### src/hw/sd_pkg.sv
// Shared widths, SD command indices, arguments and tokens
// Reply kinds, sequencer states and the CRC7/CRC16 byte functions
package sd_pkg;

  typedef logic [31:0] sd_addr_t;       // Block address and command argument
  typedef logic [5:0]  sd_cmd_index_t;
  typedef logic [7:0]  sd_byte_t;
  typedef logic [15:0] crc16_t;

  localparam int BLOCK_BYTES_DEFAULT = 512;

  localparam sd_cmd_index_t CMD_GO_IDLE      = 6'd0;
  localparam sd_cmd_index_t CMD_SEND_IF_COND = 6'd8;
  localparam sd_cmd_index_t CMD_CRC_ON       = 6'd59;
  localparam sd_cmd_index_t CMD_APP          = 6'd55;
  localparam sd_cmd_index_t ACMD_SD_OP_COND  = 6'd41;
  localparam sd_cmd_index_t CMD_READ_BLOCK   = 6'd17;
  localparam sd_cmd_index_t CMD_WRITE_BLOCK  = 6'd24;
  localparam sd_cmd_index_t CMD_SEND_STATUS  = 6'd13;

  localparam sd_addr_t IF_COND_ARG = 32'h0000_01AA;  // 2.7-3.6 V, pattern AA
  localparam sd_addr_t HCS_ARG     = 32'h4000_0000;

  localparam sd_byte_t   START_TOKEN   = 8'hFE;
  localparam logic [2:0] DATA_ACCEPTED = 3'b010;
  localparam sd_byte_t   R1_IDLE       = 8'h01;
  localparam sd_byte_t   R1_ILLEGAL    = 8'h04;

  typedef enum logic [2:0] {
    RESP_R1,
    RESP_R7,             // R1 plus 4 bytes
    RESP_R2,             // R1 plus status byte
    RESP_DATA_BLOCK,
    RESP_DATA_RESPONSE
  } resp_kind_t;

  typedef enum logic [3:0] {
    SEQ_CMD0,
    SEQ_CMD8,
    SEQ_CMD59,
    SEQ_CMD55,
    SEQ_ACMD41,
    SEQ_IDLE,
    SEQ_CMD17,
    SEQ_READ_DATA,
    SEQ_CMD24,
    SEQ_WRITE_DATA,
    SEQ_WAIT_BUSY,
    SEQ_CMD13
  } seq_state_t;

  // One byte of CRC7, x^7 + x^3 + 1, MSB first
  function automatic logic [6:0] crc7(input logic [6:0] crc, input sd_byte_t data);
    logic [6:0] c;
    logic       fb;
    c = crc;
    for (int i = 7; i >= 0; i--) begin
      fb = c[6] ^ data[i];
      c  = {c[5:0], 1'b0};
      if (fb) c = c ^ 7'h09;
    end
    return c;
  endfunction

  // One byte of CRC16-CCITT, zero seed
  function automatic crc16_t crc16(input crc16_t crc, input sd_byte_t data);
    crc16_t c;
    logic   fb;
    c = crc;
    for (int i = 7; i >= 0; i--) begin
      fb = c[15] ^ data[i];
      c  = {c[14:0], 1'b0};
      if (fb) c = c ^ 16'h1021;
    end
    return c;
  endfunction

endpackage

### src/hw/sd_sequencer.sv
// Start-up and block transfer FSM for the SD controller
// Picks each command, requests the reply and judges it
`timescale 1ns/100ps

module sd_sequencer import sd_pkg::*; (
  input  logic          clock,
  input  logic          reset,
  input  logic          rd_en,
  input  logic          wr_en,
  input  sd_addr_t      addr,
  output logic          busy,
  output logic          cs,
  output sd_cmd_index_t cmd_index,
  output sd_addr_t      argument,
  output logic          send_valid,
  output logic          send_data_phase,
  input  logic          send_done,
  output logic          recv_valid,
  output resp_kind_t    resp_kind,
  input  logic          recv_done,
  input  logic [39:0]   response,
  input  logic          crc_error,
  output logic          block_load
);

  seq_state_t state;
  seq_state_t next_state;
  logic       phase_recv;  // Command sent, waiting on the receiver
  logic       next_recv;
  logic       recv_only;
  sd_addr_t   addr_q;
  sd_byte_t   r1;

  assign r1        = response[7:0];
  assign recv_only = (state == SEQ_READ_DATA) || (state == SEQ_WAIT_BUSY);

  assign busy            = (state != SEQ_IDLE);
  assign block_load      = (state == SEQ_IDLE) && wr_en;
  assign send_valid      = busy && !recv_only && !phase_recv;
  assign send_data_phase = (state == SEQ_WRITE_DATA);
  assign recv_valid      = phase_recv;

  always_comb begin
    cmd_index = CMD_GO_IDLE;
    argument  = '0;
    resp_kind = RESP_R1;
    case (state)
      SEQ_CMD8: begin
        cmd_index = CMD_SEND_IF_COND;
        argument  = IF_COND_ARG;
        resp_kind = RESP_R7;
      end
      SEQ_CMD59: begin
        cmd_index = CMD_CRC_ON;
        argument  = 32'd1;  // CRC option on
      end
      SEQ_CMD55:  cmd_index = CMD_APP;
      SEQ_ACMD41: begin
        cmd_index = ACMD_SD_OP_COND;
        argument  = HCS_ARG;
      end
      SEQ_CMD17: begin
        cmd_index = CMD_READ_BLOCK;
        argument  = addr_q;
      end
      SEQ_READ_DATA: resp_kind = RESP_DATA_BLOCK;
      SEQ_CMD24: begin
        cmd_index = CMD_WRITE_BLOCK;
        argument  = addr_q;
      end
      SEQ_WRITE_DATA: resp_kind = RESP_DATA_RESPONSE;
      SEQ_CMD13: begin
        cmd_index = CMD_SEND_STATUS;
        resp_kind = RESP_R2;
      end
      default: ;
    endcase
  end

  always_comb begin
    next_state = state;
    next_recv  = phase_recv;
    if (state == SEQ_IDLE) begin
      if (wr_en) next_state = SEQ_CMD24;
      else if (rd_en) next_state = SEQ_CMD17;
    end else if (!phase_recv) begin
      if (recv_only || send_done) next_recv = 1'b1;
    end else if (recv_done) begin
      next_recv = 1'b0;
      case (state)
        SEQ_CMD0: if (r1 == R1_IDLE) next_state = SEQ_CMD8;
        SEQ_CMD8: begin
          if ((response[39:32] & R1_ILLEGAL) != '0) begin
            next_state = SEQ_CMD55;  // Version 1 card, no pattern echo
          end else if (response[11:0] == IF_COND_ARG[11:0]) begin
            next_state = SEQ_CMD59;
          end
        end
        SEQ_CMD59:  if (r1 == R1_IDLE) next_state = SEQ_CMD55;
        SEQ_CMD55:  if (r1 == R1_IDLE) next_state = SEQ_ACMD41;
        SEQ_ACMD41: next_state = (r1 == '0) ? SEQ_IDLE : SEQ_CMD55;
        SEQ_CMD17:  next_state = (r1 == '0) ? SEQ_READ_DATA : SEQ_IDLE;
        SEQ_READ_DATA: begin
          if (r1 == START_TOKEN && !crc_error) next_state = SEQ_IDLE;
          else if (r1[7:4] == 4'h0 && r1[3]) next_state = SEQ_IDLE;  // Out of range
          else next_state = SEQ_CMD17;
        end
        SEQ_CMD24: next_state = (r1 == '0) ? SEQ_WRITE_DATA : SEQ_IDLE;
        SEQ_WRITE_DATA: begin
          next_state = (r1[3:1] == DATA_ACCEPTED) ? SEQ_WAIT_BUSY : SEQ_CMD24;
        end
        SEQ_WAIT_BUSY: if (r1 != '0) next_state = SEQ_CMD13;  // Card released miso
        SEQ_CMD13:     next_state = SEQ_IDLE;
        default:       next_state = SEQ_CMD0;
      endcase
    end
  end

  always_ff @(posedge clock or posedge reset) begin
    if (reset) begin
      state      <= SEQ_CMD0;
      phase_recv <= 1'b0;
      cs         <= 1'b1;
    end else begin
      state      <= next_state;
      phase_recv <= next_recv;
      cs         <= 1'b0;
    end
  end

  always_ff @(posedge clock) begin
    if (state == SEQ_IDLE && (rd_en || wr_en)) addr_q <= addr;
  end

endmodule

### config.mk
export PLATFORM = sky130hd
export DESIGN_NAME = sd_sequencer
export DESIGN_NICKNAME = d
export VERILOG_FILES = /design/src/hw/sd_pkg.sv /design/src/hw/sd_sequencer.sv
export SDC_FILE = /design/constraint.sdc
export NUM_CORES = 1
export LEC_CHECK = 0
export BUFFER_PORTS_ARGS = -buffer_cell sky130_fd_sc_hd__buf_4
export CORE_MARGIN = 2
export CORE_UTILIZATION = 38
export DETAILED_ROUTE_END_ITERATION = 8
export PLACE_DENSITY = 0.81
export SLEW_MARGIN = 30
export SYNTH_ARGS = -nofsm -noshare
export SYNTH_HDL_FRONTEND = slang
export SYNTH_SLANG_ARGS = --single-unit
### constraint.sdc
create_clock -name clock -period 2.6 [get_ports clock]
set_clock_uncertainty 0.2 [all_clocks]
set_input_delay 0.26 -clock clock [delete_from_list [all_inputs] [get_ports clock]]
set_output_delay 0.26 -clock clock [all_outputs]
set_load 0.05 [all_outputs]
[Word level (Yosys, flattened, before mapping)]
Index checks and enable logic that the tools add are counted.
Word-level totals
  memories kept: 0
  bits in registers: 38
  input port bits: 79
  latch bits: 0
  bits in writable memories: 0
  ROM bits: 0
  output and inout port bits: 47
Cells by class
  bitwise logic cells: 0
  $mul: 0
  $add $sub $neg: 0
  order comparisons: 0
  multiplexer cells: 24
  shifts and indexed selects: 0
  reduce and logical (&&, ||, !) cells: 20
  div/mod/pow operators: 0
  equality and inequality tests: 22
Operator list (count)
  case mux 32 bit (4 select lines): 1
  two-way mux 4 bit: 12
  case mux 4 bit (11 select lines): 1
  case mux 6 bit (7 select lines): 1
  == test 4 x 3 -> 1 bit, second input constant: 4
  == test 4 bit, second input constant: 4
  == test 12 x 9 -> 1 bit, second input constant: 1
  != test 3 bit, second input constant: 4
  case mux 3 bit (4 select lines): 1
  == test 4 x 2 -> 1 bit, second input constant: 2
  == test 8 x 1 -> 1 bit, second input constant: 1
  == test 8 bit, second input constant: 1
  zero test 4 bit: 2
  zero test 8 bit: 1
  two-way mux 2 bit: 4
  AND reduction 8 bit: 1
  nonzero test 8 bit: 1
  logical AND 1 bit: 6
  == test 4 x 1 -> 1 bit, second input constant: 1
  != test 4 x 3 -> 1 bit, second input constant: 1
  != test 4 bit, second input constant: 1
  nonzero test 2 bit: 2
  == test 3 x 2 -> 1 bit, second input constant: 1
  zero test 1 bit: 3
  other kinds (5): 9

[Depth between registers and ports, before layout]
Gate-level depths: netlist of run 1.
  depth in word-level cells: 8
  depth in mapped cells: 7

[Worst setup path after synthesis of run 1]
OpenSTA, ideal clock, no wires.
  path kind: flip-flop to output port
  start point: register state[3]
  end point: output port cmd_index[3]
  buffers on the path: 2
  cell stages (with the launch flop): 6
  slack: -207 ps
  arrival: 2347 ps
  path through: dfrtp_1 -> clkbuf_1 -> clkbuf_1 -> nor2_1 -> o21a_1 -> o31ai_1
Between the ends
  cells in the longest elaborated chain, start to end: 2
  elaborated cells between the ends (all ways): 8
  classes of those cells: 7 x eq/ne; 1 x mux
Ends and longest elaborated chain
  start, declared: line sd_sequencer.sv:26  | seq_state_t state;
  start signal, assigned: line sd_sequencer.sv:125  | state <= next_state;
  == test 4 bit, or another cell as far along: line sd_sequencer.sv:47  | case (state)
  case mux 6 bit (7 select lines) (*): line sd_sequencer.sv:47
  end, declared: line sd_sequencer.sv:13  | output sd_cmd_index_t cmd_index,
Mark *: on every way between the ends. The rest lies on a longest branch, timed or not.

[Worst setup path in the final report of run 1]
  start point: register state[2]
  end point: output port argument[23]
Between the ends
  cells in the longest elaborated chain, start to end: 3
  elaborated cells between the ends (all ways): 7
  classes of those cells: 5 x eq/ne; 1 x mux; 1 x reduce/logical
Ends and longest elaborated chain
  == test 4 bit or == test 4 x 3 -> 1 bit (tied branches): line sd_sequencer.sv:47
  OR reduction 2 bit (no line)
  case mux 32 bit (4 select lines) (*): line sd_sequencer.sv:47
  end, declared: line sd_sequencer.sv:14  | output sd_addr_t argument,
Marks and branches as above.

==> impl_metrics.ini, run 1 <==
[run_status]
status = completed

[clock_tree]
htree_num_levels = 2
clock-root-buffer = clkbuf_8
cts_sinks = 38
clk_pin_slew_ns = 0.07
cts_tree = done
cts_made_buffers = 5
cts_buffer_depth = 2
clk_latency_ns = 0.27

[yosys]
synth_seq_area_share_pct = 55.6
syn_area_per_cell_um2 = 10.8
netlist_area_mm2 = 0.00200
synthFlopType = edfxtp_1
yosys_warnings = 0
synth-seq-cells = 38
async_reset_ff_share_pct = 15.8
synthesis.nets = 264
synth_cells = 185
synth_edf_count = 32
synthDistinctLibCells = 48

[timing]
grt_setup_unrepaired = false
fin_crit_sh_pct = 93.0
fin_hold_ws_ns = 0.0684
drv_slew = 0
finalSetupViolCount = 0
min_period_ns = 2.42
tns_ns = 0
fmax_ghz = 0.414
hold_viol = 0

[power]
combPwrFrac_pct = 63.6
seqPwrFrac_pct = 22.7
p_clk_share_pct = 13.6
total_leakage_power_uw = 0.00141
ir_worst_vdd_uv = 934
swShare_pct = 49.8
p_switching_uw = 1870
p_per_area_mw_per_mm2 = 1140
p_int_uw = 1880

[routing]
routed_wl_mm = 5.63
drtAntennaViolNets = 0
post-route-drc-count = 0
vias_per_cell = 4.89
drtIter0Drc = 122
first_pass_iters = 4
num_vias = 1906
wl_per_cell_um = 14.4

[global_routing]
antenna_found_initial = 0
grt_pass1_vias = 1916
grt_pass1_wl_mm = 9.09
track_usage_pct = 19.3
grt_max_degree = 28
overflow = 0

[die]
start_util_pct = 39.2
io_pins = 126
core_area_mm2 = 0.00511
num_rows = 26
die_width_um = 76.6
dieHeight_um = 76.6
dieArea_mm2 = 0.00586

[final_layout]
final_cells = 390
fin_util_pct = 64.4
synthToLayoutAreaGrowth_pct = 64.3
num-fill-cells = 410
layout-drive-gt1-share_pct = 41.3
nets = 398
insertedDiodeCount = 0
final_area_mm2 = 0.00329

[placement]
dpl_cell_area_mm2 = 0.00284
io_buffers = 98
routabilityCongestion = 0.855
place_hpwl_mm = 3.84
place_inst = 349

[setup_path]
crit_arrival_ns = 1.96
worstSetupPathType = reg2out
cp_max_fo = 27
required_ns = 2.14
end_kind = output pin
start_kind = flip-flop

[run]
drv_cap = 0

[hold_path]
hp-class = in2reg
[state kept, by name (all words and copies together) (netlist names)]
signal / flops
state: 4
recv_valid: 1
cs: 1
addr_q: 32
[routing by layer]
layer  vias to the layer above  share of wire, %  GRT usage [%]
met3                         6               6.8           4.86
met2                        81                52           35.1
li1                        924                 -              -
met1                       895                41           23.2
met5                         -                 0              0
met4                         0               1.1           3.64
[per-stage QoR]
stage,power (uW),setup slack (ns)
final,3740,0.182
after global routing,3940,0.0560
after detailed placement,3180,0.432
after global placement,3150,0.429
after floorplan,2520,0.0182
after CTS,3740,0.121
[layout make-up]
type	instances	area (um^2)	share of cell area, %
Clock inverter	1	30.0	0.913
Timing Repair Buffer	139	1130	34.2
Clock buffer	7	86.3	2.62
Multi-Input combinational cell	131	830	25.2
Inverter	4	15.0	0.456
Tap cell	70	87.6	2.66
Sequential cell	38	1110	33.9
[cell usage after synthesis, types with 2 or more instances]
cell type	count	area share, %
and3_1	2	0.62
inv_1	3	0.56
buf_2	3	0.75
dfrtp_1	5	6.3
nand2_1	18	3.4
nor2b_1	5	1.6
clkbuf_1	6	1.1
nor3_1	6	1.5
nor2_1	13	2.4
a21oi_1	10	2.5
and2_1	27	8.4
nand3_1	2	0.50
o31ai_1	3	1.1
nor4b_1	2	0.88
nor4_1	2	0.62
o21a_1	2	0.75
edfxtp_1	32	48
o21ai_0	9	2.2
nor3b_1	3	1.1
buf_1	2	0.38
mux2_4	3	2.2
[cell families (layout without fill, tap and decap cells)]
logic type	after synthesis	in the layout	share of synthesized area, %
mux	3	3	2.25
buf+inv	16	151	3.37
flops	38	38	55.6
simple gates	89	89	25.4
compound gates	38	38	13.2
other cells	1	1	0.187
[placed cells by master (no fill, tap or decap), types with 2 or more instances in the layout]
cell type / count
a21oi_1: 10
and2_1: 27
and3_1: 2
buf_4: 106
clkbuf_8: 6
dfrtp_1: 3
dfrtp_2: 2
dlygate4sd3_1: 33
edfxtp_1: 32
inv_1: 3
mux2_4: 3
nand2_1: 18
nand3_1: 2
nor2_1: 12
nor2b_1: 5
nor3_1: 6
nor3b_1: 3
nor4_1: 2
nor4b_1: 2
o21a_1: 2
o21ai_0: 4
o21ai_1: 6
o31ai_1: 2
[worst paths after layout]
kind,slack [ns],from,to,cells after the start
max,0.18,state[2],argument[23],6
min,0.07,recv_done,recv_valid,4
max reg2reg,0.44,state[3],state[0],7
min reg2reg,0.35,recv_valid,recv_valid,1
max in group asynchronous,1.67,reset,cs,3
min in group asynchronous,0.27,reset,recv_valid,3
[power by group through the flow]
stage	clock (uW)	combinational, uW	sequential [uW]
after floorplan	0	1690	825
after global placement	0	2300	849
after detailed placement	0	2330	855
after CTS	522	2380	843
after global routing	548	2530	865
final	510	2380	851
[critical path, cell delays in order (launching register included)]
cell and delay, ns:
dfrtp_2 0.49, and2b_1 0.29, nand2_1 0.15, a21oi_2 0.13
buf_4 0.24, and2_1 0.18, buf_4 0.20
[repair_timing]
| item | CTS | global route |
|---|---|---|
| hold buffers | 33 | 0 |
| setup buffers | 0 | 0 |
| gates resized for setup | 0 | 3 |
| endpoints found under the hold margin | 38 | 0 |
| setup endpoints to repair | 0 | 29 |
Power figures use the tool's default switching activity.
==> run 2, diff against run 1 <==
--- a/config.mk
+++ b/config.mk
@@ -6,7 +6,6 @@
 export NUM_CORES = 1
 export LEC_CHECK = 0
 export BUFFER_PORTS_ARGS = -buffer_cell sky130_fd_sc_hd__buf_4
-export CORE_MARGIN = 2
 export CORE_UTILIZATION = 38
 export DETAILED_ROUTE_END_ITERATION = 8
 export PLACE_DENSITY = 0.81
==> impl_metrics.ini, run 2 (same netlist as run 1, synthesis figures left out) <==
[final_layout]
final_cell_mix = 107 x buf_4, 33 x dlygate4sd3_1, 32 x edfxtp_1
top_register = addr_q
synthToLayoutAreaGrowth_pct = 64.6
num-fill-cells = 391
insertedDiodeCount = 0
layout-drive-gt1-share_pct = 41.1
reg_top3 = addr_q: 32 flops, state: 4 flops
final_common_cell = buf_4
largest_reg_flops = 32
nets = 399

[setup_path]
required_ns = 2.14
slowest_stage = dfrtp_1
reg2reg_slack_ns = 0.42
reg2regPathDepth = 6
end_kind = output pin
cp.depth = 6
cp_max_fo = 27
crit_arrival_ns = 2.00
r2r_end = state[0]
critPathBufInv = 2
cp_common_cell = buf_4
worstSetupPathType = reg2out
startpoint = state[1]
start_kind = flip-flop
slowest_delay_ns = 0.68
setup.worst_path.end = cmd_index[4]
rr_startpoint = state[2]
crit_family = flip-flops
path_cells = nor2_1, nand2_1, a21oi_2, buf_4, or2_2, buf_4

[power]
total_leakage_power_uw = 0.00142
ir_worst_vdd_uv = 936
p_per_area_mw_per_mm2 = 1140

[clock_tree]
cts_buffer_depth = 2
cts_tree = done
clock-root-buffer = clkbuf_8
htree_num_levels = 2
clk_latency_ns = 0.28
cts_sinks = 38
cts_made_buffers = 5
clk_pin_slew_ns = 0.07

[global_routing]
grt_pass1_wl_mm = 8.11
antenna_found_initial = 0
overflow = 0
grt_pass1_vias = 1788
track_usage_pct = 19.5
grt_max_degree = 33

[timing]
fin_crit_sh_pct = 94.8
min_period_ns = 2.46
fin_hold_ws_ns = 0.0727
hold_viol = 0
grt_setup_unrepaired = false
slew_headroom_pct = 64.7
drv_slew = 0
worst_pin_slew_ns = 0.530
finalSetupViolCount = 0
fmax_ghz = 0.406
tns_ns = 0

[die]
dieArea_mm2 = 0.00556
start_util_pct = 39.4
io_pins = 126
die_width_um = 74.6
dieHeight_um = 74.6
core_area_mm2 = 0.00507
num_rows = 26

[run]
drv_cap = 0

[placement]
routabilityCongestion = 0.879
place_hpwl_mm = 3.61
io_buffers = 98

[routing]
routed_wl_mm = 5.34
drtAntennaViolNets = 0
vias_per_cell = 4.80
post-route-drc-count = 0
drtIter0Drc = 83
wl_per_cell_um = 13.7
first_pass_iters = 4
num_vias = 1876

[hold_path]
min_delay_path_depth = 4
hp-class = in2reg
holdCritStartpoint = recv_done

[run_status]
status = completed
## run 2: cell count changes in the layout (fill, tap and decap cells not counted), sizes merged
cell  change
buf       +1
## run 2: metrics by stage
stage	std cells	setup slack, ns	total power, uW	cell area (um^2)	utilization, %
floorplan	185	0.0182	2520	2010	-
global placement	350	0.407	3160	2850	56.1
detailed placement	350	0.402	3200	2850	56.1
CTS	391	0.0772	3750	3290	64.9
global route	391	0.0280	3930	3290	64.9
finish	391	0.136	3750	3290	64.9
## run 2: worst min-delay path by stage
stage,to
after floorplan,recv_valid
final,recv_valid
after global routing,recv_valid
after detailed placement,recv_valid
after global placement,recv_valid
after CTS,recv_valid
## run 2: layout make-up
type / count / area (um^2) / share of cell area (%)
tap: 70 / 87.6 / 2.66
sequential: 38 / 1110 / 33.8
clock inverter: 1 / 30.0 / 0.912
multi-input combinational: 131 / 828 / 25.1
inverter: 4 / 15.0 / 0.456
clock buffer: 7 / 86.3 / 2.62
timing repair buffer: 140 / 1130 / 34.4
## run 2: tightest hold or removal path, cell delays in order
cell,delay (ns)
buf_4,0.08
nand2_1,0.04
nand2_1,0.05
o21ai_0,0.07
## run 2: what timing repair did
action,4_1_cts,5_1_grt
hold buffers,33,0
hold endpoints to repair,38,0
gates resized for setup,0,2
setup buffers,0,0
endpoints found under the setup margin,0,32
## run 2: report_power, final
part | internal [uW] | total, uW | leakage, uW | switching, uW
Sequential | 755 | 843 | 0.000361 | 88.3
Combinational | 828 | 2390 | 0.000997 | 1570
Clock | 313 | 511 | 0.0000585 | 198
## run 2: metal layers
metal  GRT usage (%)  share of wire [%]  vias to the layer above
li1                -                  -                      932
met1            21.8                 40                      867
met2            36.5                 53                       71
met3            4.74                5.9                        6
met4            5.66                1.1                        0
met5               0                  0                        -
